`src/hw/fp_noncomp_macros.svh`:
```
`ifndef FP_NONCOMP_MACROS_SVH
`define FP_NONCOMP_MACROS_SVH

// ------------------------------------------------------------
// Binary32 field widths
// ------------------------------------------------------------

// Biased exponent field
`define FP_EXP_BITS 8

// Fraction field without the hidden bit
`define FP_MAN_BITS 23

// Full word, sign plus exponent plus fraction
`define FP_WIDTH 32

// ------------------------------------------------------------
// Side-band and constants
// ------------------------------------------------------------

// Tag carried alongside every item
`define FP_TAG_WIDTH 8

// Canonical quiet NaN, positive sign and only the quiet bit set
`define FP_CANON_NAN 32'h7FC0_0000

`endif

```
`src/hw/fp_noncomp_pkg.sv`:
```
`include "fp_noncomp_macros.svh"

package fp_noncomp_pkg;

  // ------------------------------------------------------------
  // Operand format and class info
  // ------------------------------------------------------------

  // Binary32 fields, MSB first
  typedef struct packed {
    logic                    sign;
    logic [`FP_EXP_BITS-1:0] exponent;
    logic [`FP_MAN_BITS-1:0] mantissa;
  } fp_t;

  // Decoded class of one operand
  typedef struct packed {
    logic is_normal;
    logic is_subnormal;
    logic is_zero;
    logic is_inf;
    logic is_nan;
    logic is_signalling;
    logic is_quiet;
  } fp_info_t;

  // ------------------------------------------------------------
  // Operation encodings
  // ------------------------------------------------------------

  // Main operation group
  typedef enum logic [1:0] {SGNJ, MINMAX, CMP, CLASSIFY} op_e;

  // Rounding-mode field, reused here as the sub-operation select
  typedef enum logic [2:0] {RNE = 3'b000, RTZ = 3'b001, RDN = 3'b010, RUP = 3'b011} rnd_e;

  // IEEE exception flags
  typedef struct packed {
    logic NV;
    logic DZ;
    logic OF;
    logic UF;
    logic NX;
  } status_t;

  // One-hot class mask, bit order as in the RISC-V FCLASS result
  typedef enum logic [9:0] {
    NEGINF     = 10'b00_0000_0001,
    NEGNORM    = 10'b00_0000_0010,
    NEGSUBNORM = 10'b00_0000_0100,
    NEGZERO    = 10'b00_0000_1000,
    POSZERO    = 10'b00_0001_0000,
    POSSUBNORM = 10'b00_0010_0000,
    POSNORM    = 10'b00_0100_0000,
    POSINF     = 10'b00_1000_0000,
    SNAN       = 10'b01_0000_0000,
    QNAN       = 10'b10_0000_0000
  } classmask_e;

  // ------------------------------------------------------------
  // Request and response
  // ------------------------------------------------------------
  typedef struct packed {
    fp_t                      operand_a;
    fp_t                      operand_b;
    op_e                      op;
    rnd_e                     rnd;
    logic                     op_mod;
    logic [`FP_TAG_WIDTH-1:0] tag;
  } noncomp_req_t;

  typedef struct packed {
    logic [`FP_WIDTH-1:0]     result;
    status_t                  status;
    logic                     extension_bit;
    classmask_e               class_mask;
    logic                     is_class;
    logic [`FP_TAG_WIDTH-1:0] tag;
  } noncomp_rsp_t;

endpackage

```
`src/hw/fp_classifier.sv`:
```
`timescale 1ns/10ps
`include "fp_noncomp_macros.svh"

module fp_classifier (
  input  fp_noncomp_pkg::fp_t      operand_i,
  output fp_noncomp_pkg::fp_info_t info_o
);
  import fp_noncomp_pkg::*;

  // Field summaries
  logic     exp_ones;
  logic     exp_zero;
  logic     man_zero;
  logic     quiet_bit;
  fp_info_t info;

  // Exponent all ones marks inf and NaN, all zeros marks zero and subnormal
  assign exp_ones  = &operand_i.exponent;
  assign exp_zero  = ~|operand_i.exponent;
  assign man_zero  = ~|operand_i.mantissa;
  // Top fraction bit separates quiet from signalling NaNs
  assign quiet_bit = operand_i.mantissa[`FP_MAN_BITS-1];

  // ------------------------------------------------------------
  // Class flags
  // ------------------------------------------------------------
  always_comb begin
    info              = '0;
    info.is_normal    = ~exp_ones & ~exp_zero;
    info.is_subnormal = exp_zero & ~man_zero;
    info.is_zero      = exp_zero & man_zero;
    info.is_inf       = exp_ones & man_zero;
    info.is_nan       = exp_ones & ~man_zero;
    // sNaN has a clear quiet bit but a nonzero fraction
    info.is_signalling = info.is_nan & ~quiet_bit;
    info.is_quiet      = info.is_nan & quiet_bit;
  end

  assign info_o = info;

endmodule

```
`src/hw/fp_noncomp_ops.sv`:
```
`timescale 1ns/10ps
`include "fp_noncomp_macros.svh"

module fp_noncomp_ops (
  input  fp_noncomp_pkg::noncomp_req_t req_i,
  output fp_noncomp_pkg::noncomp_rsp_t rsp_o
);
  import fp_noncomp_pkg::*;

  fp_t        operand_a;
  fp_t        operand_b;
  fp_info_t   info_a;
  fp_info_t   info_b;
  logic       any_nan;
  logic       signalling_nan;
  logic       operands_equal;
  logic       a_smaller;
  fp_t        sgnj_result;
  logic       sgnj_ext;
  fp_t        minmax_result;
  status_t    minmax_status;
  logic       cmp_bit;
  status_t    cmp_status;
  classmask_e class_mask;
  logic [`FP_WIDTH-1:0] result_d;
  status_t    status_d;
  logic       ext_d;

  assign operand_a = req_i.operand_a;
  assign operand_b = req_i.operand_b;

  // Both operands are decoded in parallel
  fp_classifier u_class_a (.operand_i(operand_a), .info_o(info_a));
  fp_classifier u_class_b (.operand_i(operand_b), .info_o(info_b));

  assign any_nan        = info_a.is_nan | info_b.is_nan;
  assign signalling_nan = info_a.is_signalling | info_b.is_signalling;

  // +0 and -0 compare equal
  assign operands_equal = (operand_a == operand_b) || (info_a.is_zero && info_b.is_zero);
  // Sign-magnitude order via unsigned compare, flipped once a sign is set
  assign a_smaller = (operand_a < operand_b) ^ (operand_a.sign | operand_b.sign);

  // ------------------------------------------------------------
  // Sign injection
  // ------------------------------------------------------------
  always_comb begin
    sgnj_result = operand_a;
    unique case (req_i.rnd)
      RNE:     sgnj_result.sign = operand_b.sign;
      RTZ:     sgnj_result.sign = ~operand_b.sign;
      RDN:     sgnj_result.sign = operand_a.sign ^ operand_b.sign;
      RUP:     sgnj_result = operand_a;
      default: sgnj_result = '0;
    endcase
  end

  // op_mod asks for integer sign extension of the result
  assign sgnj_ext = req_i.op_mod ? sgnj_result.sign : 1'b1;

  // ------------------------------------------------------------
  // Minimum and maximum
  // ------------------------------------------------------------
  always_comb begin
    minmax_status = '0;
    // Quiet comparison, only sNaN is invalid
    minmax_status.NV = signalling_nan;
    if (info_a.is_nan && info_b.is_nan) begin
      minmax_result = fp_t'(`FP_CANON_NAN);
    end else if (info_a.is_nan) begin
      minmax_result = operand_b;
    end else if (info_b.is_nan) begin
      minmax_result = operand_a;
    end else begin
      unique case (req_i.rnd)
        RNE:     minmax_result = a_smaller ? operand_a : operand_b;
        RTZ:     minmax_result = a_smaller ? operand_b : operand_a;
        default: minmax_result = '0;
      endcase
    end
  end

  // ------------------------------------------------------------
  // Comparisons
  // ------------------------------------------------------------
  always_comb begin
    cmp_bit    = 1'b0;
    cmp_status = '0;
    if (signalling_nan) begin
      // sNaN is invalid everywhere, only "not equal" comes out true
      cmp_status.NV = 1'b1;
      cmp_bit       = (req_i.rnd == RDN) && req_i.op_mod;
    end else begin
      unique case (req_i.rnd)
        RNE: begin
          if (any_nan) cmp_status.NV = 1'b1;
          else cmp_bit = (a_smaller | operands_equal) ^ req_i.op_mod;
        end
        RTZ: begin
          if (any_nan) cmp_status.NV = 1'b1;
          else cmp_bit = (a_smaller & ~operands_equal) ^ req_i.op_mod;
        end
        // qNaN is never equal, so EQ stays quiet
        RDN:     cmp_bit = any_nan ? req_i.op_mod : (operands_equal ^ req_i.op_mod);
        default: cmp_bit = 1'b0;
      endcase
    end
  end

  // ------------------------------------------------------------
  // Classification and result select
  // ------------------------------------------------------------
  always_comb begin
    if (info_a.is_normal) class_mask = operand_a.sign ? NEGNORM : POSNORM;
    else if (info_a.is_subnormal) class_mask = operand_a.sign ? NEGSUBNORM : POSSUBNORM;
    else if (info_a.is_zero) class_mask = operand_a.sign ? NEGZERO : POSZERO;
    else if (info_a.is_inf) class_mask = operand_a.sign ? NEGINF : POSINF;
    else class_mask = info_a.is_signalling ? SNAN : QNAN;
  end

  always_comb begin
    unique case (req_i.op)
      SGNJ: begin
        result_d = sgnj_result;
        status_d = '0;
        ext_d    = sgnj_ext;
      end
      MINMAX: begin
        result_d = minmax_result;
        status_d = minmax_status;
        ext_d    = 1'b1;
      end
      // Boolean lands in bit 0 of an integer register
      CMP: begin
        result_d = {{(`FP_WIDTH-1){1'b0}}, cmp_bit};
        status_d = cmp_status;
        ext_d    = 1'b0;
      end
      CLASSIFY: begin
        result_d = '0;
        status_d = '0;
        ext_d    = 1'b0;
      end
    endcase
  end

  assign rsp_o.result        = result_d;
  assign rsp_o.status        = status_d;
  assign rsp_o.extension_bit = ext_d;
  assign rsp_o.class_mask    = class_mask;
  assign rsp_o.is_class      = (req_i.op == CLASSIFY);
  assign rsp_o.tag           = req_i.tag;

endmodule

```
`src/hw/fp_pipe_stage.sv`:
```
`timescale 1ns/10ps

module fp_pipe_stage #(
  parameter type payload_t = fp_noncomp_pkg::noncomp_req_t
) (
  input  logic     clk_i,
  input  logic     rst_n_i,
  input  logic     flush_i,
  // Upstream side
  input  logic     valid_i,
  output logic     ready_o,
  input  payload_t data_i,
  // Downstream side
  output logic     valid_o,
  input  logic     ready_i,
  output payload_t data_o
);

  logic     valid_q;
  payload_t data_q;

  // ------------------------------------------------------------
  // Handshake
  // ------------------------------------------------------------

  // Accept when empty or when the held item leaves this cycle
  assign ready_o = ready_i | ~valid_q;

  // Valid flag, flush drops whatever is held
  always_ff @(posedge clk_i or negedge rst_n_i) begin
    if (!rst_n_i) begin
      valid_q <= 1'b0;
    end else if (flush_i) begin
      valid_q <= 1'b0;
    end else if (ready_o) begin
      valid_q <= valid_i;
    end
  end

  // Payload loads only on an actual transfer
  always_ff @(posedge clk_i) begin
    if (valid_i && ready_o) begin
      data_q <= data_i;
    end
  end

  assign valid_o = valid_q;
  assign data_o  = data_q;

endmodule

```
`src/hw/fp_noncomp_top.sv`:
```
`timescale 1ns/10ps

module fp_noncomp_top (
  input  logic                         clk_i,
  input  logic                         rst_n_i,
  input  logic                         flush_i,
  // Request side
  input  logic                         in_valid_i,
  output logic                         in_ready_o,
  input  fp_noncomp_pkg::noncomp_req_t in_req_i,
  // Response side
  output logic                         out_valid_o,
  input  logic                         out_ready_i,
  output fp_noncomp_pkg::noncomp_rsp_t out_rsp_o,
  // Any item in flight
  output logic                         busy_o
);
  import fp_noncomp_pkg::*;

  // Between input stage and output stage
  logic         mid_valid;
  logic         mid_ready;
  noncomp_req_t mid_req;
  noncomp_rsp_t mid_rsp;

  // ------------------------------------------------------------
  // Input register
  // ------------------------------------------------------------
  fp_pipe_stage #(
    .payload_t (noncomp_req_t)
  ) u_in_stage (
    .clk_i   (clk_i),
    .rst_n_i (rst_n_i),
    .flush_i (flush_i),
    .valid_i (in_valid_i),
    .ready_o (in_ready_o),
    .data_i  (in_req_i),
    .valid_o (mid_valid),
    .ready_i (mid_ready),
    .data_o  (mid_req)
  );

  // Combinational operation core
  fp_noncomp_ops u_ops (
    .req_i (mid_req),
    .rsp_o (mid_rsp)
  );

  // ------------------------------------------------------------
  // Output register
  // ------------------------------------------------------------
  fp_pipe_stage #(
    .payload_t (noncomp_rsp_t)
  ) u_out_stage (
    .clk_i   (clk_i),
    .rst_n_i (rst_n_i),
    .flush_i (flush_i),
    .valid_i (mid_valid),
    .ready_o (mid_ready),
    .data_i  (mid_rsp),
    .valid_o (out_valid_o),
    .ready_i (out_ready_i),
    .data_o  (out_rsp_o)
  );

  // Busy while either register holds an item
  assign busy_o = mid_valid | out_valid_o;

endmodule

```
`config.mk`:
```
export PLATFORM = sky130hd
export DESIGN_NAME = fp_noncomp_top
export DESIGN_NICKNAME = d
export VERILOG_FILES = /design/src/hw/fp_noncomp_pkg.sv /design/src/hw/fp_classifier.sv /design/src/hw/fp_noncomp_ops.sv /design/src/hw/fp_pipe_stage.sv /design/src/hw/fp_noncomp_top.sv
export VERILOG_INCLUDE_DIRS = /design/src /design/src/hw
export SDC_FILE = /design/constraint.sdc
export NUM_CORES = 1
export LEC_CHECK = 0
export BUFFER_PORTS_ARGS = -buffer_cell sky130_fd_sc_hd__buf_2
export CAP_MARGIN = 40
export CORE_MARGIN = 2
export CORE_UTILIZATION = 46
export CTS_CLUSTER_DIAMETER = 120
export DETAILED_ROUTE_END_ITERATION = 8
export PLACE_DENSITY = 0.69
export SYNTH_ARGS = -nofsm -noshare
export SYNTH_HDL_FRONTEND = slang
export SYNTH_SLANG_ARGS = --single-unit
```
`constraint.sdc`:
```
create_clock -name clk_i -period 4.7 [get_ports clk_i]
set_clock_uncertainty 0.1 [all_clocks]
set_input_delay 0.94 -clock clk_i [delete_from_list [all_inputs] [get_ports clk_i]]
set_output_delay 0.94 -clock clk_i [all_outputs]
set_load 0.005 [all_outputs]
```
==> flow_summary.json <==
{
  "place_ws_ns": 0.858,
  "clock-root-buffer": "clkbuf_16",
  "synth_seq_cells": 133,
  "synthCells": 567,
  "async_flop_share_pct": 1.50,
  "groute.usage.overall_pct": 23.7,
  "grt_max_degree": 55,
  "yosysSeqAreaShare_pct": 59.6,
  "drive_above_1_share_pct": 26.5,
  "clock_latency_ns": 0.43,
  "setup_slack_ns": 0.840,
  "dieArea_um2": 15500,
  "slew_viol_final": 0,
  "leakagePower_nw": 3.37,
  "ctsHoldBuffers": 0,
  "avgSynthCellArea_um2": 11.8,
  "clock_path_buffers": 2,
  "rsz0062_at_grt": "false",
  "post-cts-setup-buffer-count": 0,
  "worst_pin_slew_ns": 0.600,
  "drcViolationCount": 0,
  "grt_busiest_layer": "met2",
  "r2r_end": "u_out_stage.data_o[35]$_DFFE_PP_",
  "max_freq_mhz": 259,
  "cp_num_buf_inv": 2,
  "die_h_um": 125,
  "critPathMaxFanout": 14,
  "tritoncts": "done",
  "period_share_pct": 82.1,
  "std_cell_rows": 44,
  "gp_congestion": 0.945,
  "fin_tns_setup_ns": 0,
  "io_buffers": 138,
  "hold_ws_ns": 0.192,
  "ios": 143,
  "drtIter0Drc": 503,
  "diodes": 0,
  "initial_utilization_pct": 46.5,
  "end_kind": "register",
  "netlist_area_um2": 6680,
  "fin_util_pct": 57.3,
  "viasPerCell": 5.76,
  "cts_sinks": 133,
  "vias": 5229,
  "grt_pass1_vias": 5208,
  "max_slew_margin_pct": 59.8,
  "synth_flop_cell": "edfxtp_1",
  "synth.yosys.warnings": 0,
  "r2r_slack_ns": 0.84,
  "syn_to_final_growth_pct": 23.2,
  "path_cells": "inv_1, ha_1, nand4b_1, nor4_1, o311ai_0, o211a_1, xnor2_4, buf_4, mux2i_1, o21ai_0",
  "maxCapViolCount": 0,
  "crit_type": "reg -> reg",
  "ir_drop_uv": 326,
  "fin_crit_ns": 3.86,
  "num-nets-final": 827,
  "cts_resized": 0,
  "cts_max_level": 4,
  "crit_arrival_ns": 3.92,
  "antenna_found_initial": 0,
  "use_met1_pct": 31.8,
  "drt_pass1_iterations": 5,
  "p_per_area_nw_per_um2": 377,
  "synth_edf_count": 131,
  "grt-ovfl-total": 0,
  "setup_viol": 0,
  "synthDistinctLibCells": 51,
  "slowest_delay_ns": 0.50,
  "p_total_mw": 3.11,
  "ff2ff_path_depth": 10,
  "use_met3_pct": 5.80,
  "grt_pass1_wl_mm": 28.4,
  "slowest_stage": "edfxtp_1",
  "status": "complete, no violations",
  "fillCellCount": 1173,
  "met2_usage_pct": 37.3,
  "wl_per_cell_um": 19.6,
  "r2r_start": "u_in_stage.data_o[77]$_DFFE_PP_",
  "cp.required_ns": 4.76,
  "hold_viol_final": 0,
  "start_kind": "register",
  "clk_pin_slew_ns": 0.06,
  "design.core.area_um2": 14400,
  "ant_nets": 0,
  "die_w_um": 125,
  "cts_made_buffers": 17,
  "routed_wl_mm": 17.8,
  "crit_family": "simple AND/OR/NAND/NOR gates",
  "dp_hpwl_mm": 12.9,
  "min_path_type": "in -> async"
}
-- cell usage in the layout (no fill, tap or decap), drive strengths merged, types with 4 or more instances in the layout --
master / instances
mux2i: 25
a22oi: 22
a21oi: 40
a32o: 6
nand3: 6
nand4: 17
o21ai: 53
and2: 6
conb: 4
nor3: 10
inv: 42
edfxtp: 131
clkbuf: 18
or3: 4
nand2: 63
nor2: 21
nor4: 19
or2: 4
ha: 33
nor2b: 4
buf: 149
-- flip-flops by register name, indices dropped and copies added, names as in the netlist --
register	cells
u_out_stage.valid_o	1
u_out_stage.data_o	53
u_in_stage.data_o	78
u_in_stage.valid_o	1
-- through the flow --
step                      std cells  area [um2]
after global placement          872        7540
after detailed placement        876        7630
final                           908        8230
after global routing            908        8230
after CTS                       908        8230
after floorplan                 570        6690
-- worst reg2reg max path: stages, from the launching register on --
cell and delay (ns):
edfxtp_1 0.50, inv_1 0.21, ha_1 0.28, nand4b_1 0.27
nor4_1 0.49, o311ai_0 0.23, o211a_1 0.29, xnor2_4 0.48
buf_4 0.38, mux2i_1 0.25, o21ai_0 0.12
-- kinds of logic (layout without fill, tap and decap cells) --
logic type | after synthesis | in the layout | share of synthesized area, %
muxes | 25 | 25 | 3.75
DFF | 133 | 133 | 59.6
other | 1 | 4 | 0.0561
xor gates and xnor gates | 1 | 1 | 0.412
and+or+nand+nor | 162 | 162 | 11.9
buffers and inverters | 64 | 218 | 4.27
adders and majority gates | 33 | 33 | 6.18
AOI/OAI and AO/OA | 148 | 148 | 13.8
-- power breakdown --
part	internal, mW	leakage (nW)	switching [mW]
Combinational	0.134	1.81	0.173
Sequential	1.38	1.28	0.0586
Clock	0.839	0.288	0.520
-- layer usage --
metal	wire (um)	up-vias
met5	0	-
met4	330	0
met3	1220	25
met2	8550	231
met1	7730	2519
li1	-	2454
-- cell usage after synthesis (2+ instances only) --
cell | count | area share [%]
nand4b_1 | 2 | 0.26
inv_1 | 37 | 2.1
a31oi_1 | 2 | 0.19
mux2i_1 | 25 | 3.7
nor2_1 | 21 | 1.2
o2111ai_1 | 3 | 0.39
a22oi_1 | 22 | 2.5
nor2b_1 | 4 | 0.37
dfrtp_1 | 2 | 0.75
a21o_1 | 3 | 0.34
nand2_1 | 63 | 3.5
buf_6 | 2 | 0.34
a21oi_1 | 39 | 2.9
nand4_1 | 17 | 1.6
a32o_1 | 6 | 0.90
or4_1 | 2 | 0.22
or3_1 | 4 | 0.37
a31o_2 | 2 | 0.26
nand3_1 | 6 | 0.45
buf_4 | 6 | 0.67
clkbuf_1 | 16 | 0.90
o21ai_1 | 5 | 0.37
and2_1 | 6 | 0.56
o21ai_0 | 48 | 3.6
o311ai_0 | 2 | 0.26
o211a_1 | 3 | 0.45
ha_1 | 33 | 6.2
buf_2 | 2 | 0.15
o211ai_1 | 2 | 0.22
nor3_1 | 10 | 0.75
or2_2 | 4 | 0.37
nor4_1 | 19 | 1.8
edfxtp_1 | 131 | 59
-- worst max path at each step --
stage	to	depth (start not counted)	from	slack (ns)
2_1_floorplan	u_out_stage.data_o[0]$_DFFE_PP_	2	out_ready_i	0.75
3_3_place_gp	u_out_stage.data_o[35]$_DFFE_PP_	10	u_in_stage.data_o[77]$_DFFE_PP_	1.11
3_5_place_dp	u_out_stage.data_o[39]$_DFFE_PP_	10	u_in_stage.data_o[77]$_DFFE_PP_	0.86
4_1_cts	u_out_stage.data_o[35]$_DFFE_PP_	10	u_in_stage.data_o[77]$_DFFE_PP_	0.84
5_1_grt	u_out_stage.data_o[35]$_DFFE_PP_	10	u_in_stage.data_o[77]$_DFFE_PP_	0.52
6_report	u_out_stage.data_o[35]$_DFFE_PP_	10	u_in_stage.data_o[77]$_DFFE_PP_	0.84
-- final cells by class --
cell class	instances	area, um2	share of cell area (%)
Sequential cell	133	3980	48.4
Clock inverter	14	175	2.13
Multi-Input combinational cell	373	2450	29.7
Tap cell	184	230	2.80
Timing Repair Buffer	149	828	10.1
Inverter	37	139	1.69
Clock buffer	18	429	5.21
Note: power is estimated with default switching activity, not from simulation.
